File: src/uart_pkg.sv
// ------------------------------------------------
// serial line timing for the UART engines
// ------------------------------------------------
package uart_pkg;

  // system clock
  localparam int CLOCK_HZ = 1_600_000;

  // line rate, 8N1 frames
  localparam int BAUD_RATE = 100_000;

  // one serial bit in clock cycles
  localparam int CLKS_PER_BIT = CLOCK_HZ / BAUD_RATE;

  // width of the bit period counter
  localparam int CNT_W = $clog2(CLKS_PER_BIT);

  // frame is start, eight data, stop
  localparam int DATA_BITS = 8;

endpackage

File: src/uart_tx.sv
// ------------------------------------------------
// 8N1 serial transmitter
// go starts a frame, busy high while sending,
// next frame waits for go to fall
// ------------------------------------------------
`timescale 1ns/1ps

module uart_tx (
  input  logic       clk,
  input  logic       rst_n,
  input  logic       go,
  input  logic [7:0] data,
  output logic       busy,
  output logic       tx
);
  import uart_pkg::*;

  typedef enum logic [1:0] {
    TX_IDLE,
    TX_SEND,
    TX_DONE
  } tx_state_t;

  tx_state_t          state;
  logic [CNT_W-1:0]   cnt;
  logic [3:0]         bit_idx;
  // stop, data lsb first, start
  logic [DATA_BITS+1:0] shreg;

  always_ff @(posedge clk) begin
    if (!rst_n) begin
      state <= TX_IDLE;
      cnt <= '0;
      bit_idx <= '0;
      shreg <= '1;
    end else begin
      unique case (state)
        TX_IDLE: begin
          if (go) begin
            shreg <= {1'b1, data, 1'b0};
            cnt <= '0;
            bit_idx <= '0;
            state <= TX_SEND;
          end
        end
        TX_SEND: begin
          if (cnt == CNT_W'(CLKS_PER_BIT - 1)) begin
            cnt <= '0;
            if (bit_idx == 4'(DATA_BITS + 1)) begin
              // stop bit done
              state <= TX_DONE;
            end else begin
              // line idles high behind the frame
              shreg <= {1'b1, shreg[DATA_BITS+1:1]};
              bit_idx <= bit_idx + 4'd1;
            end
          end else begin
            cnt <= cnt + CNT_W'(1);
          end
        end
        TX_DONE: begin
          // wait for the acknowledge
          if (!go) begin
            state <= TX_IDLE;
          end
        end
        default: state <= TX_IDLE;
      endcase
    end
  end

  assign busy = (state == TX_SEND);
  assign tx = shreg[0];

endmodule

File: config.mk
export PLATFORM = sky130hd
export DESIGN_NAME = uart_tx
export DESIGN_NICKNAME = d
export VERILOG_FILES = /design/src/uart_pkg.sv /design/src/uart_tx.sv
export SDC_FILE = /design/constraint.sdc
export NUM_CORES = 1
export LEC_CHECK = 0
export ABC_AREA = 1
export ABC_CLOCK_PERIOD_IN_PS = 1500
export BUFFER_PORTS_ARGS = -buffer_cell sky130_fd_sc_hd__buf_2
export CORE_MARGIN = 3
export CORE_UTILIZATION = 50
export DETAILED_ROUTE_END_ITERATION = 10
export PLACE_DENSITY_LB_ADDON = 0.08
export REMOVE_ABC_BUFFERS = 1
export SYNTH_ARGS = -nofsm -noshare
export SYNTH_HDL_FRONTEND = slang
export SYNTH_SLANG_ARGS = --single-unit
File: constraint.sdc
create_clock -name clk -period 1.5 [get_ports clk]
set_clock_uncertainty 0.2 [all_clocks]
set_input_delay 0.3 -clock clk [delete_from_list [all_inputs] [get_ports clk]]
set_output_delay 0.3 -clock clk [all_outputs]
set_load 0.02 [all_outputs]
# Yosys cells after proc, flatten, opt, wreduce, memory -nomap -nowiden
# Index checks and enable logic that the tools add are counted.
[totals]
wordCells = 35
ff_bits = 20
output_inout_bits = 2
[op_classes]
n_eq_ne = 9
n_mux = 15
n_addsub = 2
reduce_logical = 5
[ops]
columns = ["op", "n"]
rows = [
  ["$mux W10", 3],
  ["$pmux W10 S2", 1],
  ["$mux W4", 4],
  ["$pmux W4 S2", 2],
  ["$add A4 B1 Y4 const B", 2],
  ["$eq A4 B4 Y1 const B", 2],
  ["$mux W2", 4],
  ["$reduce_and A4 Y1", 2],
  ["$ne A2 B2 Y1 const B", 3],
  ["$pmux W2 S3", 1],
  ["$ne A2 B1 Y1 const B", 2],
  ["$eq A2 B1 Y1 const B", 1],
  ["$eq A2 B2 Y1 const B", 1],
  ["$logic_not A2 Y1", 1],
  ["$reduce_and A2 Y1", 1],
  ["$reduce_bool A2 Y1", 1],
]

# Depth between registers and ports, before layout
[depth]
ltp_word = 4
ltp_mapped = 9

# Least setup slack after synthesis
# OpenSTA, ideal clock, no wires.
[synth_path]
kind = "register -> register"
from = "register cnt[0]"
to = "register shreg[0]"
path_stages_with_launch = 10
setup_slack_ns = 0.059
arrival_time_ns = 1.107
setup_time_ns = 0.133
path_buffers = 1
cell_sequence = "dfxtp_1 > ha_1 > nand3_1 > nand2_4 > nand2_4 > inv_2 > nand2_4 > buf_6 > nand2_1 > nand3_1"
[synth_via]
elab_chain_len = 3
[synth_lines]
columns = ["item", "line", "rtl"]
rows = [
  ["start, declared", "uart_tx.sv:25", "logic [CNT_W-1:0] cnt;"],
  ["start signal, assigned", "uart_tx.sv:58", "cnt <= cnt + CNT_W'(1);"],
  ["$eq A4 B4 Y1", "uart_tx.sv:47", "if (cnt == CNT_W'(CLKS_PER_BIT - 1)) begin"],
  ["$ne A2 B1 Y1 (no source line)", "n/a", ""],
  ["$reduce_and A4 Y1 (no source line)", "n/a", ""],
  ["end signal, assigned", "uart_tx.sv:40", "shreg <= {1'b1, data, 1'b0};"],
  ["end signal, assigned", "uart_tx.sv:54", "shreg <= {1'b1, shreg[DATA_BITS+1:1]};"],
  ["end, declared", "uart_tx.sv:28", "logic [DATA_BITS+1:0] shreg;"],
]
# Every way passes these cells.
# A chain may end at the register's enable or synchronous reset.

# Worst setup path in the final report
[layout_path]
from = "register state[0]"
to = "output busy"
[layout_via]
elab_chain_len = 1
[layout_lines]
columns = ["item", "line", "rtl"]
rows = [
  ["start, declared", "uart_tx.sv:24", "tx_state_t state;"],
  ["start signal, assigned", "uart_tx.sv:32", "state <= TX_IDLE;"],
  ["start signal, assigned", "uart_tx.sv:43", "state <= TX_SEND;"],
  ["start signal, assigned", "uart_tx.sv:51", "state <= TX_DONE;"],
  ["$eq A2 B1 Y1", "uart_tx.sv:72", "assign busy = (state == TX_SEND);"],
  ["end, declared", "uart_tx.sv:13", "output logic busy,"],
]
# Every way passes these cells.

==> metrics <==
status=completed; Final Hold Fails=0; Setup TNS=0 ns; HPWL after DPL=roughly 1.5 mm; sequential area share after synthesis=between 30% and 40%; Min-Delay Endpoint=shreg[8]; FF-to-FF Start=cnt[0]; top cell type's share of synthesized area=38.1%; Critical path buffers and inverters=2; cell chain of the critical path=inv_2 -> nor2_4 -> buf_4; HP Class=in2reg; Max Buffers Root-to-Sink=2; unrepaired setup endpoints after global routing=true; Peak Freq=689 MHz; Worst-Skew Late Latency=0.29 ns; Hold Path Origin=data[7]; P per Cell Area=1150 nW/um^2; # IOs=13; Async SR Flop Fraction=0%; Final Max Slew Viols=0; DRC Markers=0; Leak=just over 0.6 nW; GRT Total Usage=~18%; top_reg_cell synth=dfxtp_1; Root Buffer=clkbuf_4; count leader, synth=nand2_1; syn_area_per_cell=6.66 um^2; Initial Util=a little under three fifths; Synth top cells by count=61 x nand2_1, 19 x dfxtp_1, 16 x nand3_1, 13 x nor2_1, 10 x inv_1; CP delay by family, top=flip-flops; initial antenna violation count=0; #FFs+latches synth=19; vias per cell=4.85; Ant. Diodes=0; Die X=50.7 um; share of layout cells above drive strength 1=between 20 and 30%; Yosys cell types=20; CP peak stage delay=0.36 ns; routed wire length=~2.1 mm; number of global-route vias before repair=876; CTS H-tree depth=1; Post-synth EDFFs=0; DR pass1 iterations=4; worst r2r dst=bit_idx[0]; largest net degree at the start of global routing=16; min Tclk post-route=around 1.5 ns; clk slew on worst S/H paths=0.11 ns; Core Util, Final=69.5%; Die Y=roughly 51 um; cell area after synthesis=998 um^2; FF-to-FF setup slack=0.07 ns; endpoints failing setup=0; DR iter-0 viols=22; worst-margin pin slew=0.270 ns; cells after synthesis=150; CP Max Fanout=3; CP Data Required Time=1.00 ns; post-route ant nets=0; NumNets Final=189; maxcap violations=0; wire per inst=10.7 um; P&R area growth vs syn=25.4%; Tcrit/Tclk final=96.8%; Synth Warn #=0; Area contributors post-synth=dfxtp_1 38%, nand2_1 23%, nand3_1 8.0%; I/O Buffers=12; Crit. End Element=primary output; hold slack=around 0.05 ns; Synth area leader=dfxtp_1; Num Clock Sinks=19; routed via count=966; arrival time at the worst endpoint=0.95 ns; gpl congestion=0.791; CTS tree=built; Slew headroom=around 80%; core area=between 1500 and 2000 um^2; Die ar.=2570 um^2; GRT overflow=0; Setup CP Type=reg2out; Hold Crit Depth=3; TritonCTS buffer count=3; startpoint types=flop; FF-to-FF path depth=9; Rows=15; CP max stage cell=dfxtp_2; peak supply drop=834 uV; first-pass GRT wire length=between 3 and 4 mm
==> worst max-delay path by stage <==
stage / start / to / cells past startpoint
6_report: state[0] / busy / 3
5_1_grt: state[0] / shreg[8] / 9
4_1_cts: bit_idx[1] / bit_idx[3] / 9
3_5_place_dp: cnt[1] / bit_idx[3] / 9
3_3_place_gp: cnt[0] / bit_idx[3] / 9
2_1_floorplan: cnt[0] / bit_idx[0] / 8
==> where the power goes <==
group,internal (mW),total (mW),switching [mW]
combinational,0.242,0.545,0.304
clock,0.0992,0.259,0.160
sequential,0.585,0.637,0.0527
total,0.926,1.44,0.516
==> per-stage QoR <==
step	cells	cell area (um^2)	setup WS, ns	power [mW]
after global routing	199	1250	-0.0252	1.55
after floorplan	146	967	-0.0451	0.947
after CTS	198	1190	0.00910	1.41
after detailed placement	193	1150	-0.0202	1.13
after global placement	193	1150	0.0308	1.12
final	199	1250	0.0480	1.44
==> cells in the final DEF (no fill, tap or decap) <==
| cell | Yosys | routed |
|---|---|---|
| o21ai_2 | 0 | 1 |
| ha_4 | 0 | 2 |
| a21oi_1 | 6 | 6 |
| nand3_1 | 16 | 15 |
| or2_0 | 1 | 1 |
| clkinv_2 | 0 | 1 |
| nor2_1 | 13 | 13 |
| o21ai_0 | 4 | 3 |
| nand2_4 | 3 | 3 |
| xor2_1 | 1 | 1 |
| buf_12 | 0 | 1 |
| nand2_1 | 61 | 59 |
| nand3_2 | 0 | 1 |
| clkbuf_4 | 0 | 3 |
| ha_2 | 0 | 1 |
| nor2_4 | 1 | 2 |
| buf_4 | 0 | 10 |
| dfxtp_2 | 0 | 6 |
| nand2_2 | 1 | 3 |
| buf_2 | 1 | 11 |
| buf_6 | 2 | 2 |
| inv_1 | 10 | 9 |
| nand4_1 | 2 | 2 |
| dfxtp_1 | 19 | 13 |
| o21bai_1 | 1 | 1 |
| inv_2 | 3 | 4 |
==> sequential cells by signal, summed over array words and instances (netlist names) <==
register  count
shreg         9
bit_idx       4
cnt           4
state         2
==> cell type report <==
type                    instances  area [um^2]
fillers                       161          549
repair buffers                 24          173
inverters                      13         48.8
well taps                      25         31.3
clock inverters                 1         5.00
flip-flops and latches         19          388
clock buffers                   3         22.5
multi-input cells             114          584
==> what timing repair did <==
item	in CTS	in global routing
hold buffers	0	0
pin swaps	1	3
setup endpoints to repair	3	15
resized for setup	4	17
buffers inserted	1	1
==> cells by family after synthesis <==
family | synth area share, %
simple gates | 43.5
flops | 38.1
buf+inv | 8.02
compound gates | 5.76
fa+ha+maj | 3.76
xor+xnor | 0.877
==> metal layers <==
metal  global-route usage (%)  wire length [um]
met3                     4.15                69
met2                     27.6               972
met4                     7.62                12
met1                     23.3              1070
met5                        0                 0
==> worst min-delay path: cells and delay by family <==
family,cells,cell delay (ns)
compound gates,1,0.06
simple gates,1,0.07
buf+inv,1,0.09
Note: power is estimated with default switching activity, not from simulation.
