## config.mk

```make
export PLATFORM = sky130hd
export DESIGN_NAME = uart_rx
export DESIGN_NICKNAME = d
export VERILOG_FILES = /design/src/uart_pkg.sv /design/src/uart_rx.sv
export SDC_FILE = /design/constraint.sdc
export NUM_CORES = 1
export LEC_CHECK = 0
export BUFFER_PORTS_ARGS = -buffer_cell sky130_fd_sc_hd__buf_2
export CAP_MARGIN = 0
export CELL_PAD_IN_SITES_DETAIL_PLACEMENT = 1
export CELL_PAD_IN_SITES_GLOBAL_PLACEMENT = 1
export CORE_MARGIN = 1.5
export CORE_UTILIZATION = 42
export CTS_CLUSTER_DIAMETER = 120
export CTS_CLUSTER_SIZE = 24
export DETAILED_ROUTE_END_ITERATION = 7
export GPL_TIMING_DRIVEN = 0
export PLACE_DENSITY = 0.75
export SKIP_LAST_GASP = 1
export SYNTH_ARGS = -nofsm -noshare
export SYNTH_HDL_FRONTEND = slang
export SYNTH_SLANG_ARGS = --single-unit
export TNS_END_PERCENT = 10
```

## constraint.sdc

```tcl
create_clock -name clk -period 1.5 [get_ports clk]
set_input_delay 0.075 -clock clk [delete_from_list [all_inputs] [get_ports clk]]
set_output_delay 0.075 -clock clk [all_outputs]
set_load 0.1 [all_outputs]
```

## src/uart_pkg.sv

```systemverilog
// ------------------------------------------------
// serial line timing for the UART engines
// ------------------------------------------------
package uart_pkg;

  // system clock
  localparam int CLOCK_HZ = 1_600_000;

  // line rate, 8N1 frames
  localparam int BAUD_RATE = 100_000;

  // one serial bit in clock cycles
  localparam int CLKS_PER_BIT = CLOCK_HZ / BAUD_RATE;

  // width of the bit period counter
  localparam int CNT_W = $clog2(CLKS_PER_BIT);

  // frame is start, eight data, stop
  localparam int DATA_BITS = 8;

endpackage

```

## src/uart_rx.sv

```systemverilog
// ------------------------------------------------
// 8N1 serial receiver
// samples mid-bit, holds data_ready until go falls
// ------------------------------------------------
`timescale 1ns/1ps

module uart_rx (
  input  logic       clk,
  input  logic       rst_n,
  input  logic       go,
  input  logic       rx,
  output logic [7:0] data,
  output logic       data_ready
);
  import uart_pkg::*;

  typedef enum logic [2:0] {
    RX_IDLE,
    RX_START,
    RX_DATA,
    RX_STOP,
    RX_READY
  } rx_state_t;

  rx_state_t        state;
  logic [1:0]       rx_sync;
  logic             rx_s;
  logic [CNT_W-1:0] cnt;
  logic [2:0]       bit_idx;

  // two-flop synchronizer, idles high
  always_ff @(posedge clk) begin
    if (!rst_n) begin
      rx_sync <= 2'b11;
    end else begin
      rx_sync <= {rx_sync[0], rx};
    end
  end
  assign rx_s = rx_sync[1];

  always_ff @(posedge clk) begin
    if (!rst_n) begin
      state <= RX_IDLE;
      cnt <= '0;
      bit_idx <= '0;
    end else begin
      cnt <= cnt + CNT_W'(1);
      unique case (state)
        RX_IDLE: begin
          // hunt for a falling edge only while go
          cnt <= '0;
          if (go && !rx_s) begin
            state <= RX_START;
          end
        end
        RX_START: begin
          // middle of the start bit, glitch check
          if (cnt == CNT_W'(CLKS_PER_BIT / 2 - 1)) begin
            cnt <= '0;
            bit_idx <= '0;
            state <= rx_s ? RX_IDLE : RX_DATA;
          end
        end
        RX_DATA: begin
          if (cnt == CNT_W'(CLKS_PER_BIT - 1)) begin
            cnt <= '0;
            // lsb first
            data <= {rx_s, data[7:1]};
            bit_idx <= bit_idx + 3'd1;
            if (bit_idx == 3'(DATA_BITS - 1)) begin
              state <= RX_STOP;
            end
          end
        end
        RX_STOP: begin
          // framing error drops the byte
          if (cnt == CNT_W'(CLKS_PER_BIT - 1)) begin
            state <= rx_s ? RX_READY : RX_IDLE;
          end
        end
        RX_READY: begin
          if (!go) begin
            state <= RX_IDLE;
          end
        end
        default: state <= RX_IDLE;
      endcase
    end
  end

  assign data_ready = (state == RX_READY);

endmodule

```

Word level (Yosys, flattened, before mapping) --
Index checks and enable logic that the tools add are counted.
Operators by class: equality and inequality tests 13, reductions and logical operators 7, multiplexer cells 15, add/subtract/negate cells 2
Operators with widths (number):
- $mux 3 | 9
- $pmux 3 s5 | 1
- $ne 2x2->1 const B | 6
- $pmux 4 s3 | 1
- $mux 4 | 2
- $eq 3x2->1 const B | 2
- $eq 3x3->1 const B | 2
- $pmux 3 s2 | 1
- $reduce_and 3->1 | 2
- $reduce_and 6->1 | 1
- $add 4x1->4 const B | 1
- $eq 4x3->1 const B | 1
- $eq 4x4->1 const B | 1
- $add 3x1->3 const B | 1
- $eq 3x1->1 const B | 1
- $logic_not 3->1 | 1
- $mux 2 | 1
- $reduce_bool 2->1 | 1
- $logic_and 1x1->1 | 1
- $logic_not 1->1 | 1
Storage, ports and cells: logic and storage cells 42, input bits 4, bits in registers 20, output and inout port bits 9

Depth between registers and ports, before layout --
word-level depth 4, mapped depth 5, gate-level depth less buffers 5

Least setup slack after synthesis --
No wires, ideal clock.
path kind register -> register, start point register state[2], end point register state[2], stages on the path, launching flop included 5, setup slack -1614 ps, clock period less this slack 3114 ps, path buffers 1, data required time 1427 ps, arrival time 3040 ps, library setup time 73 ps, cell sequence dfxtp_1 buf_6 nor3b_1 nand2_1 a21oi_1
On the way: longest elaborated chain between the ends 3, elaborated cells on any way between the ends 13, those cells by class 10 x eq/ne; 1 x mux; 2 x reduce/logical
Ends and longest elaborated chain:
- start: declaration | RTL line uart_rx.sv:25 | rx_state_t state;
- start signal: assignment | RTL line uart_rx.sv:61 | state <= rx_s ? RX_IDLE : RX_DATA;
- start signal: assignment | RTL line uart_rx.sv:78 | state <= rx_s ? RX_READY : RX_IDLE;
- $eq 3x3->1 (*)
- via data_ready | RTL line uart_rx.sv:13 | output logic data_ready
- $ne 2x2->1 (no line)
- $reduce_and 6->1 (no line)
Mark *: on every way through the listed nets, which the timed path passes. The rest lies on a longest branch. A chain may end at the register's enable or synchronous reset.

Worst setup path in the final report --
start point register state[0], end point register data[2], enable pin
On the way: longest elaborated chain between the ends 2
Ends and longest elaborated chain:
- $eq 3x2->1 | RTL line uart_rx.sv:48 | unique case (state)
- $reduce_and 3->1 (no line)
- end signal: assignment | RTL line uart_rx.sv:68 | data <= {rx_s, data[7:1]};
- end: declaration | RTL line uart_rx.sv:12 | output logic [7:0] data,
No other way between the ends.

==> flow_summary.ini <==
[synth]
synth_cell_types = 32
syn_nets = 83
ys_ff_latch = 20
syn_area_per_cell_um2 = 11.6
synth_warnings = 0
ys_seq_area_frac = 0.543
syn_inst = 76
netlist_area_um2 = 885

[clock_tree]
root_buffer = clkbuf_4
post_cts_buffers = 0
cts_inserted_buffers = 3
insertion_delay_ns = 0.30
cts_tree = yes
cts_sinks = 20
clk_pin_slew_ns = 0.11
htree_levels = 1
clk_path_buf_depth = 2

[power_and_ir_drop]
p_total_mw = 0.856
p_leak_nw = 0.396
power.density_nw_per_um2 = 829
vdd_drop_max_mv = 0.517

[place]
place_hpwl_mm = 1.24
place.port_buffers = 11
gp_congestion = 0.770
place_area_um2 = 987

[global_route]
grt_pass1_vias = 625
antenna_found_initial = 0
use_met2 = 0.272
gr-max-usage-layer = met2
grt_remaining_overflow = 0
use_met3 = 0.0276
grt_use_total = 0.161
use_met1 = 0.202
grt_pass1_wl_mm = 2.93
grt_max_degree = 12

[timing]
worst_pin_slew_ns = 0.472
relSlewSlack = 0.677
hold_violations = 0
fin_crit_ns = 1.46
slew_viol_final = 0
hold_slack_ns = 0.0185
finalCritPeriodShare = 0.973
setup_violations = 0
fmax_mhz = 685
finClkSkew_ns = 0.00135
grt_setup_unrepaired = yes

[die]
start_util = 0.446
ios = 13
die_area_um2 = 2390
placementRows = 16
die_w_um = 48.9
core_um2 = 1980
die_h_um = 48.9

[setup_path]
cp-end-kind = flip-flop
regToRegSetupSlack_ns = 0.04
rr_endpoint = data[2]
crit_buf_inv = 1
startpoint_type = flip-flop
worstPathArrival_ns = 1.47
rr_worst_depth = 3
crit_type = reg -> reg
crit_chain = buf_2 > and4bb_2 > and3_2
cp_top_family = simple AND/OR/NAND/NOR gates
r2r-start = state[0]
critPathMaxFanout = 10
crit_cells = 3
slowest_delay_ns = 0.34
cp.required_ns = 1.51
crit_path_top_delay_cell = and4bb_2
critPathLaunch = state[0]
crit_path_end = data[2]

[final_layout]
postLayoutCoreUtil = 0.521
antenna-diode-count = 0
syn2layout_area_growth_pct = 16.8
nNetsFinal = 100
drive_above_1_share = 0.315
final_cell_area_um2 = 1030
multi_input_area_um2 = 368
n_fill_cell = 221
register_area_um2 = 483

[outcome]
status = completed

[routing]
drc = 0
drt-initial-drc-count = 2
viasPerCell = 5.28
vias = 628
wl_mm = 1.72
wl_per_cell_um = 14.5
first_pass_iters = 2
ant_nets = 0

[job]
max-cap-violations = 0

[hold_path]
hold_path_class = in -> reg
## metrics by stage
| stage | setup slack, ns | instances | setup TNS, ns |
|---|---|---|---|
| global route | -0.0917 | 119 | -0.445 |
| detailed placement | 0.0233 | 114 | 0 |
| floorplan | -0.120 | 76 | -0.120 |
| CTS | -0.0230 | 119 | -0.0312 |
| global placement | 0.0152 | 114 | 0 |
| finish | 0.0403 | 119 | 0 |
## synthesized netlist by cell type
master | count | area, µm²
a2111oi_0 | 1 | 8.76
a211oi_1 | 1 | 7.51
a211oi_4 | 1 | 20.0
a21oi_1 | 1 | 5.00
a31oi_1 | 1 | 6.26
and2_1 | 1 | 6.26
and3_2 | 2 | 15.0
and4bb_2 | 1 | 12.5
buf_2 | 1 | 5.00
buf_6 | 3 | 33.8
clkbuf_2 | 1 | 5.00
dfxtp_1 | 12 | 240
edfxtp_1 | 8 | 240
ha_1 | 3 | 37.5
inv_1 | 3 | 11.3
mux2i_1 | 2 | 20.0
nand2_1 | 7 | 26.3
nand2b_1 | 3 | 18.8
nand3_1 | 3 | 15.0
nand3b_1 | 2 | 15.0
nand4b_1 | 1 | 8.76
nor2_1 | 2 | 7.51
nor3_1 | 3 | 15.0
nor3b_1 | 2 | 15.0
nor4_1 | 2 | 12.5
o21ai_0 | 1 | 5.00
o2bb2ai_1 | 2 | 17.5
o41ai_1 | 1 | 8.76
or3_1 | 1 | 6.26
or3b_4 | 1 | 11.3
or4b_2 | 1 | 10.0
xor2_1 | 2 | 17.5
## placed cells by master, fill, tap and decap left out, drive strengths merged, types with 2 or more instances in the layout
cell,netlist,final
ha,3,3
nor4,2,2
inv,3,3
nor2,2,2
o2bb2ai,2,2
dfxtp,12,12
nor3,3,3
and3,2,2
edfxtp,8,8
clkbuf,1,4
nand2,7,7
nand2b,3,3
nand3,3,3
buf,4,15
nor3b,2,2
nand3b,2,2
a211oi,2,2
xor2,2,2
mux2i,2,2
## how the worst min path moves through the flow
stage               from    endpoint  slack, ns  cells past startpoint
floorplan             rx  rx_sync[0]       0.18                      1
global placement      rx  rx_sync[0]       0.26                      2
detailed placement    rx  rx_sync[0]       0.27                      2
CTS                   go    state[2]       0.01                      3
global route          go    state[2]       0.04                      3
finish                go    state[2]       0.02                      3
## layout make-up
class,instances,area share
repair buffers,12,0.0654
multi-input cells,48,0.356
clock inverters,1,0.00363
flip-flops and latches,20,0.467
clock buffers,3,0.0218
inverters,3,0.0109
well taps,27,0.0327
plain buffers,5,0.0424
## flip-flops by register name, summed over array words and instances, names as in the netlist
register	cells
state	3
data	8
rx_sync	2
bit_idx	3
cnt	4
## worst reg2reg max path: cells and delay by family, from the launching register on
family | cells | cell delay [ns]
simple gates | 2 | 0.66
flops | 1 | 0.32
buf+inv | 1 | 0.18
## per-layer routing
layer	vias to the layer above	part of all wire	routed length (µm)
met4	0	0.012	21
met5	-	0	0
met1	301	0.45	775
met2	14	0.51	875
met3	3	0.028	49
li1	310	-	-
## power by group
group	switching [mW]	internal, mW
clock network	0.163	0.0971
registers	0.00241	0.565
logic	0.0149	0.0138
## logic make-up (layout without fill, tap and decap cells)
logic type	Yosys count	in the layout	share of synthesized area
simple gates	32	32	0.221
flops	20	20	0.543
compound gates	9	9	0.0891
buf+inv	8	24	0.0622
fa+ha+maj	3	3	0.0424
xor+xnor	2	2	0.0198
mux	2	2	0.0226
## what timing repair did
action	in CTS	in global routing
endpoints found under the setup margin	4	14
hold endpoints to repair	1	0
hold buffers	1	0
gates resized for setup	1	1
Power figures use the tool's default switching activity.
