==> config.mk <==
export PLATFORM = sky130hd
export DESIGN_NAME = io_regs
export DESIGN_NICKNAME = d
export VERILOG_FILES = /design/src/mem_map_pkg.sv /design/src/io_regs.sv
export SDC_FILE = /design/constraint.sdc
export NUM_CORES = 1
export LEC_CHECK = 0
export ABC_AREA = 1
export ABC_CLOCK_PERIOD_IN_PS = 1600
export BUFFER_PORTS_ARGS = -buffer_cell sky130_fd_sc_hd__buf_4
export CAP_MARGIN = 20
export CORE_ASPECT_RATIO = 2
export CORE_MARGIN = 1
export CORE_UTILIZATION = 37
export DETAILED_ROUTE_END_ITERATION = 6
export HOLD_SLACK_MARGIN = 0.1
export PLACE_DENSITY = 0.78
export SLEW_MARGIN = 10
export SYNTH_ARGS = -nofsm -noshare
export SYNTH_HDL_FRONTEND = slang
export SYNTH_SLANG_ARGS = --single-unit
==> constraint.sdc <==
create_clock -name clk -period 1.6 [get_ports clk]
set_input_delay 0.16 -clock clk [delete_from_list [all_inputs] [get_ports clk]]
set_output_delay 0.16 -clock clk [all_outputs]
set_load 0.01 [all_outputs]
==> src/mem_map_pkg.sv <==
// ------------------------------------------------
// memory map of the ramio adapter
// access size coding, I/O addresses and the bus,
// response and RAM request structs
// ------------------------------------------------
package mem_map_pkg;

  // client bus widths
  localparam int ADDR_W = 32;
  localparam int DATA_W = 32;
  localparam int BE_W = DATA_W / 8;

  // 256 words of on-chip RAM, upper address bits alias
  localparam int RAM_WORDS_LOG2 = 8;

  // ------------------------------------------------
  // I/O registers at the top of the address space
  // ------------------------------------------------
  // four LEDs in the low nibble, 0 is on
  localparam logic [ADDR_W-1:0] ADDR_LED = 32'hffff_fffc;
  // reads back IO_IDLE when nothing is being sent
  localparam logic [ADDR_W-1:0] ADDR_UART_OUT = ADDR_LED - 4;
  // cleared to IO_IDLE by every read
  localparam logic [ADDR_W-1:0] ADDR_UART_IN = ADDR_UART_OUT - 4;

  localparam logic [DATA_W-1:0] IO_IDLE = '1;
  localparam logic [3:0] LED_OFF = 4'b1111;

  // access size, shared by loads and stores
  typedef enum logic [1:0] {
    SZ_NONE = 2'b00,
    SZ_BYTE = 2'b01,
    SZ_HALF = 2'b10,
    SZ_WORD = 2'b11
  } size_t;

  // load type, sign set means sign extension
  typedef struct packed {
    logic  sign;
    size_t size;
  } read_type_t;

  typedef size_t write_type_t;

  typedef struct packed {
    logic                 enable;
    read_type_t           read_type;
    write_type_t          write_type;
    logic [ADDR_W-1:0]    addr;
    logic [DATA_W-1:0]    wdata;
  } bus_req_t;

  typedef struct packed {
    logic [DATA_W-1:0]    rdata;
    logic                 data_out_ready;
  } bus_rsp_t;

  typedef struct packed {
    logic                      enable;
    logic [RAM_WORDS_LOG2-1:0] index;
    logic [BE_W-1:0]           be;
    logic [DATA_W-1:0]         wdata;
  } ram_req_t;

endpackage

==> src/io_regs.sv <==
// ------------------------------------------------
// memory-mapped I/O registers
// LED nibble, UART holding registers and the
// go/busy and go/data_ready handshakes
// ------------------------------------------------
`timescale 1ns/1ps

module io_regs (
  input  logic                            clk,
  input  logic                            rst_n,
  input  mem_map_pkg::bus_req_t           req,
  input  logic                            is_io,
  output logic [mem_map_pkg::DATA_W-1:0]  io_rdata,
  output logic [3:0]                      led,
  output logic                            tx_go,
  output logic [7:0]                      tx_byte,
  input  logic                            tx_busy,
  output logic                            rx_go,
  input  logic [7:0]                      rx_byte,
  input  logic                            rx_ready
);
  import mem_map_pkg::*;

  logic [DATA_W-1:0] tx_reg;
  logic [DATA_W-1:0] rx_reg;
  // busy seen since go went up
  logic              tx_started;
  logic              sel_led;
  logic              sel_out;
  logic              sel_in;
  logic              is_wr;
  logic              is_rd;

  // the three I/O words differ only in bits 3:2
  assign sel_led = is_io && (req.addr[3:2] == ADDR_LED[3:2]);
  assign sel_out = is_io && (req.addr[3:2] == ADDR_UART_OUT[3:2]);
  assign sel_in = is_io && (req.addr[3:2] == ADDR_UART_IN[3:2]);
  assign is_wr = req.enable && (req.write_type != SZ_NONE);
  assign is_rd = req.enable && (req.read_type.size != SZ_NONE);

  // LED reads back as zero
  always_comb begin
    io_rdata = '0;
    if (sel_out) begin
      io_rdata = tx_reg;
    end else if (sel_in) begin
      io_rdata = rx_reg;
    end
  end

  always_ff @(posedge clk) begin
    if (!rst_n) begin
      led <= LED_OFF;
      tx_reg <= IO_IDLE;
      tx_go <= 1'b0;
      tx_started <= 1'b0;
      rx_reg <= IO_IDLE;
      rx_go <= 1'b1;
    end else begin
      // ------------------------------------------------
      // receive side
      // ------------------------------------------------
      // read empties the register
      if (sel_in && is_rd) begin
        rx_reg <= IO_IDLE;
      end
      // new byte wins, an unread one is lost
      if (rx_go && rx_ready) begin
        rx_reg <= {{(DATA_W-8){1'b0}}, rx_byte};
        rx_go <= 1'b0;
      end
      // acknowledge lasts one cycle
      if (!rx_go) begin
        rx_go <= 1'b1;
      end

      // ------------------------------------------------
      // transmit side
      // ------------------------------------------------
      if (tx_go && tx_busy) begin
        tx_started <= 1'b1;
      end
      // frame finished, acknowledge and go idle
      if (tx_go && tx_started && !tx_busy) begin
        tx_go <= 1'b0;
        tx_started <= 1'b0;
        tx_reg <= IO_IDLE;
      end
      if (sel_out && is_wr) begin
        tx_reg <= {{(DATA_W-8){1'b0}}, req.wdata[7:0]};
        tx_go <= 1'b1;
      end

      // LEDs, active low
      if (sel_led && is_wr) begin
        led <= req.wdata[3:0];
      end
    end
  end

  assign tx_byte = tx_reg[7:0];

endmodule

After elaboration in Yosys (flattened, before gate mapping)
Index checks and enable logic that the tools add are counted.
{"block": "classes", "eq_ne": 3, "muxes": 9, "bitwise_logic": 1, "reduce_logical": 19}
{"op": "$mux W32", "count": 6}
{"op": "$logic_and A1 B1 Y1", "count": 12}
{"op": "$reduce_bool A2 Y1", "count": 4}
{"op": "$eq A2 B2 Y1 const B", "count": 2}
{"op": "$mux W1", "count": 3}
{"op": "$eq A2 B1 Y1 const B", "count": 1}
{"op": "$reduce_and A2 Y1", "count": 1}
{"op": "$reduce_or A2 Y1", "count": 1}
{"op": "$logic_not A1 Y1", "count": 1}
{"op": "$not A1 Y1", "count": 1}
{"block": "totals", "reg_bits": 71}

Logic depth before layout (Yosys ltp)
Gate-level depths: netlist of the first run.
{"block": "depth", "word_depth": 5, "ltp_mapped": 7, "mapped_depth_nobuf": 6}

Worst setup path before layout of the first run
No wires, ideal clock.
{"block": "synth_path", "kind": "input-to-output", "from": "input port req[34] (netlist name)", "to": "output port io_rdata[10] (netlist name)", "t_arrival_ps": 1239, "t_required_ps": 1440, "path_slack_ps": 201, "path_stages": 4, "n_path_buf": 1, "path_cell_list": "nand2_2 > nor2_4 > a22o_1 > buf_4"}
{"block": "synth_via", "elab_chain_cells": 4, "elab_cells_between_ends": 6, "classes_between": "eq/ne (2); mux (2); reduce/logical (2)"}
{"element": "start: declaration", "line": "io_regs.sv:11", "source": "input mem_map_pkg::bus_req_t req,"}
{"element": "$eq A2 B1 Y1", "line": "io_regs.sv:37", "source": "assign sel_in = is_io && (req.addr[3:2] == ADDR_UART_IN[3:2]);"}
{"element": "$logic_and A1 B1 Y1", "line": "io_regs.sv:37"}
{"element": "$mux W32", "line": "io_regs.sv:46", "source": "end else if (sel_in) begin"}
{"element": "$mux W32 (*)", "line": "io_regs.sv:44", "source": "if (sel_out) begin"}
{"element": "end: declaration", "line": "io_regs.sv:13", "source": "output logic [mem_map_pkg::DATA_W-1:0] io_rdata,"}
Mark *: on every way between the ends. The rest lies on a longest branch, timed or not.

==> results of run 1 <==
==> per-layer routing <==
metal  vias up  routed length, um  track usage
li1        702                  -            -
met1       572               1170        0.176
met2        69               1600        0.291
met3         5                213       0.0220
met4         0                 59       0.0686
met5         -                  0            0
==> synth_stat cells (3+ instances only) <==
cell / count / area share
inv_1: 29 / 0.075
or2_0: 8 / 0.035
a22o_1: 4 / 0.024
inv_2: 3 / 0.0078
nand3_1: 28 / 0.097
nand2_1: 41 / 0.11
nand2_2: 3 / 0.013
o21ai_1: 7 / 0.024
nor2_4: 3 / 0.023
buf_4: 32 / 0.17
nor2_1: 15 / 0.039
dfxtp_1: 25 / 0.35
==> cell usage in the layout (no fill, tap or decap), drive strengths merged <==
cell type / netlist / routed
clkinv: 0 / 1
a22o: 4 / 4
o21ai: 7 / 7
a21oi: 2 / 2
nand3b: 1 / 1
nand3: 30 / 30
clkbuf: 2 / 3
buf: 32 / 76
or2: 8 / 8
nor2: 20 / 20
nand2: 44 / 44
dfxtp: 25 / 25
inv: 32 / 32
==> path summary, 6_finish.rpt <==
kind	startpoint	end	slack (ns)	cells after the start
worst max-delay path	rx_reg[30]	io_rdata[31]	0.25	3
worst max register to register	tx_go	tx_reg[30]	0.52	4
worst min-delay path	req[1]	led[1]	0.14	3
worst min register to register	led[1]	led[1]	0.47	2
==> kinds of logic (layout without fill, tap and decap cells) <==
group | Yosys count | in the layout | synth area share
buffers and inverters | 66 | 112 | 0.254
AO/OA/AOI/OAI | 13 | 13 | 0.0553
flip-flops | 25 | 25 | 0.345
AND/OR/NAND/NOR | 103 | 103 | 0.345
==> tightest hold or removal path: cells and delay by family <==
| family | cells | cell delay [ns] |
|---|---|---|
| buffers and inverters | 1 | 0.08 |
| and+or+nand+nor | 2 | 0.13 |
==> through the flow <==
stage | util | power, uW
6_report | 0.510 | 1360
5_1_grt | 0.510 | 1420
4_1_cts | 0.510 | 1360
3_5_place_dp | 0.497 | 996
3_3_place_gp | 0.497 | 991
2_1_floorplan | - | 875
==> power by group <==
part / internal [uW] / total, uW / switching, uW
registers: 648 / 662 / 14.0
logic: 163 / 317 / 154
clock network: 174 / 377 / 203
total: 985 / 1360 / 371
==> final cells by class <==
type	count	area (um2)	area share
tap	49	61.3	0.0326
clock buffer	3	41.3	0.0220
timing repair buffer	76	571	0.304
multi-input combinational	116	581	0.309
inverter	32	120	0.0639
sequential	25	500	0.266
clock inverter	1	5.00	0.00266
==> flow_summary.json, run 1 <==
{
  "stdcell_area_um2": 1880,
  "syn_area_um2": 1450,
  "worst-path-buf-inv": 2,
  "drive_gt1_frac": 0.368,
  "ys_types": 18,
  "gp_congestion": 0.802,
  "die_w_um": 46.3,
  "synthToLayoutAreaGrowth_pct": 29.7,
  "crit_family": "buffers and inverters",
  "setup_viol": 0,
  "cp_max_fo": 24,
  "yosysSeqAreaShare": 0.345,
  "grt_use_total": 0.163,
  "synthArstFlopShare": 0,
  "numCtsBuffers": 3,
  "whs_ns": 0.140,
  "n_antenna_cell": 0,
  "antenna_found_initial": 0,
  "cts_root_buf": "clkbuf_8",
  "dp_worst_setup_slack_ns": 0.345,
  "finalHoldViolations": 0,
  "hpwlAfterDp_um": 2470,
  "die_h_um": 90.5,
  "grt_pass1_wl_um": 5140,
  "ir_drop_mv": 0.511,
  "cp.arrival_ns": 1.19,
  "fmax_ghz": 0.739,
  "core_um2": 3680,
  "grt_pass1_vias": 1220,
  "cts_tree": "done",
  "dieArea_um2": 4190,
  "dpl_cell_area_um2": 1830,
  "placedCellCount": 298,
  "status": "finished clean",
  "rows": 31,
  "hold_buffers": 0,
  "p_leak_uw": 0.00101,
  "grt_max_degree": 25,
  "slowest_delay_ns": 0.33,
  "h-tree-depth": 1,
  "firstDrtPassIters": 4,
  "crit_path_end_kind": "output port",
  "drt_first_iter_violations": 38,
  "worstMarginPinSlew_ns": 0.401,
  "postRouteAntennaNets": 0,
  "tns_ns": 0,
  "fin_nets": 337,
  "synth_ff_type": "dfxtp_1",
  "clk_pin_slew_ns": 0.09,
  "drv_slew": 0,
  "cp_common_cell": "buf_4",
  "period_minus_slack_ns": 1.35,
  "vias": 1348,
  "slew_headroom": 0.732,
  "cp-start-kind": "flip-flop",
  "initial_core_util": 0.393,
  "drc": 0,
  "cts_setup_buffers": 0,
  "synth-edff-count": 0,
  "ys.warnings.count": 0,
  "clock-sinks": 25,
  "ys_seq_elements": 25,
  "clock_skew_ns": 0.00426,
  "worstSetupPathType": "reg2out",
  "cts_resized": 0,
  "worst-endpoint-required_ns": 1.44,
  "synthCells": 207,
  "power_density_nw_per_um2": 722,
  "routedWlPerCell_um": 10.1,
  "hp-class": "in2reg",
  "rsz0062_at_grt": "no",
  "critPathSlowestCell": "dfxtp_1",
  "via_per_inst": 4.46,
  "finalNonFillerCells": 302,
  "port_buffers": 73,
  "syn_area_per_cell_um2": 7.00,
  "cap_violations": 0,
  "clockBufferDepth": 2,
  "clk_latency_ns": 0.27,
  "synth_fp_nets": 290,
  "period_share": 0.846,
  "num_io_pins": 129,
  "crit_chain": "a22o_1 > buf_4 > buf_4",
  "fin_ws_ns": 0.247,
  "grt_overflow": 0,
  "wl_um": 3050,
  "fillers": 388
}
No activity file was read; power rests on OpenSTA's default activity.
==> run 2: changes to the inputs <==
Settings changed: ABC_AREA 1 to 0, ABC_CLOCK_PERIOD_IN_PS 1600 to 1330, CORE_UTILIZATION 37 to 38, PLACE_DENSITY 0.78 to 0.8.
Clock period 1.6 ns to 1.33 ns, I/O delays scaled along.
==> flow_summary.json, run 2 <==
{
  "grt_pass1_wl_um": 5330,
  "grt_overflow": 0,
  "drt_first_iter_violations": 28,
  "firstDrtPassIters": 4,
  "ir_drop_mv": 0.670,
  "cp-start-kind": "flip-flop",
  "cap_violations": 0,
  "status": "finished, violations left",
  "ys_types": 25,
  "worstMarginPinSlew_ns": 0.610,
  "grt_max_degree": 18,
  "vias": 1317,
  "port_buffers": 73,
  "clockBufferDepth": 2,
  "gp_congestion": 0.721,
  "synth-edff-count": 0,
  "num_io_pins": 129,
  "stdcell_area_um2": 2050,
  "power.total_uw": 1710,
  "routedWlPerCell_um": 14.2,
  "h-tree-depth": 1,
  "clk_latency_ns": 0.27,
  "violations": "negative setup slack",
  "hpwlAfterDp_um": 2560,
  "drt-met1-wl_um": 1330,
  "finalHoldViolations": 0,
  "grt_pass1_vias": 1188,
  "hp-class": "in2reg",
  "clock-sinks": 25,
  "drive_gt1_frac": 0.481,
  "rows": 31,
  "core_um2": 3650,
  "rsz0062_at_grt": "yes",
  "dieArea_um2": 4140,
  "synthCells": 161,
  "n_antenna_cell": 0,
  "synthArstFlopShare": 0,
  "period_minus_slack_ns": 1.37,
  "tns_ns": -0.344,
  "ys_seq_elements": 25,
  "die_w_um": 46.0,
  "drc": 0,
  "cts_root_buf": "clkbuf_8",
  "syn_area_per_cell_um2": 9.15,
  "slew_headroom": 0.593,
  "initial_core_util": 0.404,
  "period_share": 1.03,
  "fmax_ghz": 0.728,
  "grt_use_total": 0.172,
  "synthToLayoutAreaGrowth_pct": 39.3,
  "layout.cells.most_common_list": "buf_4, dfxtp_1, nor2b_1, buf_6, inv_1",
  "via_per_inst": 5.08,
  "final_common_cell": "buf_4",
  "die_h_um": 90.0,
  "worstSetupPathType": "reg2out",
  "antenna_found_initial": 0,
  "wl_met2_um": 1980,
  "wl_um": 3670,
  "crit_path_end_kind": "output port",
  "cp_max_fo": 6,
  "power_density_nw_per_um2": 835,
  "reg2reg_depth": 4,
  "numCtsBuffers": 3,
  "yosysSeqAreaShare": 0.340,
  "synth_fp_nets": 244,
  "fin_nets": 294,
  "drv_slew": 0,
  "yosys-top-cells-area": "dfxtp_1, buf_4, a2111oi_2",
  "ys.warnings.count": 0,
  "dpl_cell_area_um2": 1840,
  "worst-endpoint-required_ns": 1.20,
  "synth_top_area_share": 0.340,
  "synth_commonest_cells": "buf_4, dfxtp_1, nor2b_1",
  "dp_worst_setup_slack_ns": -0.0287,
  "yosysMostFrequentCell": "buf_4",
  "cts_tree": "done",
  "cp.arrival_ns": 1.24,
  "clk_pin_slew_ns": 0.08,
  "synth_ff_type": "dfxtp_1",
  "top_layer": "met4",
  "fin_ws_ns": -0.0432,
  "setup_viol": 19,
  "hold_depth": 3,
  "synth_top_area_cell": "dfxtp_1",
  "wl_met3_um": 242,
  "syn_area_um2": 1470,
  "clock_skew_ns": 0.00132,
  "postRouteAntennaNets": 0,
  "p_leak_uw": 0.000909
}
-- run 2: power breakdown --
part	switching [uW]	internal (uW)	total, uW
logic	211	249	461
clock network	237	215	452
registers	21.0	778	799
total	470	1240	1710
-- run 2: layer usage --
layer  vias up  global-route usage
met5         -                   0
met4         0              0.0956
met3         9              0.0221
met2        62               0.292
met1       608               0.189
li1        638                   -
-- run 2: critical path, stage by stage, from the launching register on --
cell     delay (ns)
dfxtp_2        0.34
a22oi_2        0.07
buf_4          0.17
nor2b_4        0.21
buf_4          0.17
-- run 2: layout make-up --
cell class	instances	area (um2)
clock buffer	4	45.0
tap	49	61.3
multi-input combinational	85	681
fill	352	1600
inverter	10	37.5
sequential	25	503
timing repair buffer	86	723
-- run 2: kinds of logic after synthesis --
| kind of cell | count (synthesis) | synth area share |
|---|---|---|
| multiplexers | 5 | 0.0340 |
| AND/OR/NAND/NOR | 38 | 0.157 |
| AO/OA/AOI/OAI | 39 | 0.233 |
| flip-flops | 25 | 0.340 |
| buffers and inverters | 54 | 0.236 |
-- run 2: path summary, 6_finish.rpt --
check,endpoint,from,slack (ns)
min,rx_reg[3],rx_byte[3],0.1
min reg2reg,tx_reg[30],tx_reg[30],0.51
max reg2reg,rx_reg[6],rx_go,0.12
max,io_rdata[17],tx_reg[30],-0.04
-- run 2: what timing repair did --
item / 4_1_cts / 5_1_grt
endpoints found under the setup margin: 24 / 24
pin swaps: 0 / 1
buffers inserted: 0 / 3
endpoints found under the hold margin: 5 / 0
resized for setup: 2 / 18
gates cloned: 1 / 2
hold buffers: 5 / 0
-- run 2: stage by stage --
stage / util / hold WS [ns] / cells
floorplan: - / 0.277 / 161
global placement: 0.504 / 0.373 / 245
detailed placement: 0.504 / 0.378 / 245
CTS: 0.536 / 0.101 / 255
global route: 0.562 / 0.105 / 259
finish: 0.562 / 0.0972 / 259
==> run 3: changes to the inputs <==
Settings changed: BUFFER_PORTS_ARGS -buffer_cell sky130_fd_sc_hd__buf_4 to -buffer_cell sky130_fd_sc_hd__buf_2.
==> flow_summary.json, run 3 (synthesis gave the netlist of run 2 again) <==
{
  "wl_um": 3310,
  "endpoint": "io_rdata[23]",
  "final_common_cell": "buf_2",
  "via_per_inst": 4.91,
  "grt_overflow": 0,
  "grt_use_total": 0.169,
  "clockBufferDepth": 2,
  "synthToLayoutAreaGrowth_pct": 24.6,
  "clk_pin_slew_ns": 0.09,
  "power_density_nw_per_um2": 876,
  "gp_congestion": 0.717,
  "grt_pass1_vias": 1172,
  "cts_tree": "done",
  "grt_max_degree": 18,
  "r2r_end": "rx_reg[5]",
  "worst-path-buf-inv": 1,
  "power.total_uw": 1610,
  "cp.arrival_ns": 1.15,
  "rrSetupSlack_ns": 0.16,
  "setup_viol": 0,
  "postRouteAntennaNets": 0,
  "hp-class": "in2reg",
  "drv_slew": 0,
  "clk_latency_ns": 0.27,
  "crit_chain": "a22oi_2 > nor2b_4 > buf_2",
  "drc": 0,
  "fin_nets": 294,
  "h-tree-depth": 1,
  "p_leak_uw": 0.000852,
  "multi_input_area_um2": 658,
  "cp_max_fo": 12,
  "routedWlPerCell_um": 12.8,
  "clock-sinks": 25,
  "drive_gt1_frac": 0.471,
  "core_um2": 3650,
  "finalHoldViolations": 0,
  "initial_core_util": 0.404,
  "cp-start-kind": "flip-flop",
  "worstReg2RegStart": "rx_go",
  "period_share": 0.967,
  "startpoint": "tx_reg[30]",
  "worstSetupPathType": "reg2out",
  "numCtsBuffers": 3,
  "period_minus_slack_ns": 1.29,
  "cts_root_buf": "clkbuf_8",
  "layout.cells.most_common_list": "buf_2, dfxtp_1, nor2b_1",
  "port_buffers": 73,
  "n_antenna_cell": 0,
  "hpwlAfterDp_um": 2580,
  "crit_path_end_kind": "output port",
  "grt_pass1_wl_um": 5240,
  "reg2reg_depth": 4,
  "die_h_um": 90.0,
  "die_w_um": 46.0,
  "slew_headroom": 0.583,
  "worst-path-stages": 3,
  "final-seq-area_um2": 500,
  "cap_violations": 0,
  "critPathSlowestCell": "dfxtp_1",
  "whs_ns": 0.108,
  "status": "finished clean",
  "antenna_found_initial": 0,
  "crit_family": "flip-flops",
  "worst-endpoint-required_ns": 1.20,
  "vias": 1272,
  "dieArea_um2": 4140,
  "fin_ws_ns": 0.0440,
  "firstDrtPassIters": 4,
  "dp_worst_setup_slack_ns": -0.0170,
  "rsz0062_at_grt": "yes",
  "rows": 31,
  "worstMarginPinSlew_ns": 0.625,
  "ir_drop_mv": 0.648,
  "num_io_pins": 129,
  "slowest_delay_ns": 0.33,
  "drt_first_iter_violations": 22,
  "clock_skew_ns": 0.00771,
  "fillers": 392,
  "fmax_ghz": 0.778
}
==> run 3: cell count changes in the layout (fill, tap and decap cells not counted) <==
cell,before,now
buf_12,1,3
buf_2,0,73
buf_4,66,6
buf_6,14,0
clkbuf_1,1,0
clkinv_2,0,1
dfxtp_1,23,25
dfxtp_2,2,0
dlygate4sd3_1,5,6
nor2b_2,1,0
nor2b_4,4,3
==> run 3: repair_timing <==
item                                   4_1_cts  5_1_grt
buffers inserted                             0        0
resized for setup                            2        1
endpoints found under the hold margin        6        0
hold buffers                                 6        0
setup endpoints to repair                   24       25
cloned                                       1        0
==> run 3: tightest hold or removal path: stages <==
cell     delay [ns]
buf_2          0.10
inv_1          0.04
a31oi_1        0.06
==> run 3: metrics by stage <==
step           TNS [ns]  instances  instance area [um2]   util
2_1_floorplan   -0.0611        161                 1490      -
3_3_place_gp          0        248                 1700  0.467
3_5_place_dp     -0.303        248                 1700  0.467
4_1_cts               0        259                 1830  0.502
5_1_grt           -1.16        259                 1830  0.503
6_report              0        259                 1830  0.503
==> run 3: per-layer routing <==
layer  GRT usage  vias to the layer above  share of wire
li1            -                      631              -
met5           0                        -              0
met3      0.0301                        5          0.069
met2       0.296                       60           0.53
met1       0.181                      576           0.38
met4      0.0735                        0          0.019
==> run 3: area by class of cell <==
class	count	share of cell area
timing repair buffer	88	0.289
tap	49	0.0334
clock inverter	1	0.00273
sequential	25	0.273
clock buffer	3	0.0225
inverter	10	0.0205
multi-input combinational	83	0.359
==> run 3: report_power, final <==
| part | switching [uW] | internal [uW] |
|---|---|---|
| combinational | 192 | 175 |
| clock | 234 | 210 |
| sequential | 20.0 | 777 |
| total | 446 | 1160 |
==> run 3: how the worst min path moves through the flow <==
stage               start        end  slack, ns  cells past startpoint
4_1_cts        rx_byte[4]  rx_reg[4]       0.10                      3
6_report       rx_byte[4]  rx_reg[4]       0.11                      3
3_5_place_dp   rx_byte[6]  rx_reg[6]       0.38                      3
3_3_place_gp   rx_byte[3]  rx_reg[3]       0.37                      3
2_1_floorplan  rx_byte[0]  rx_reg[0]       0.28                      2
5_1_grt        rx_byte[5]  rx_reg[5]       0.12                      3
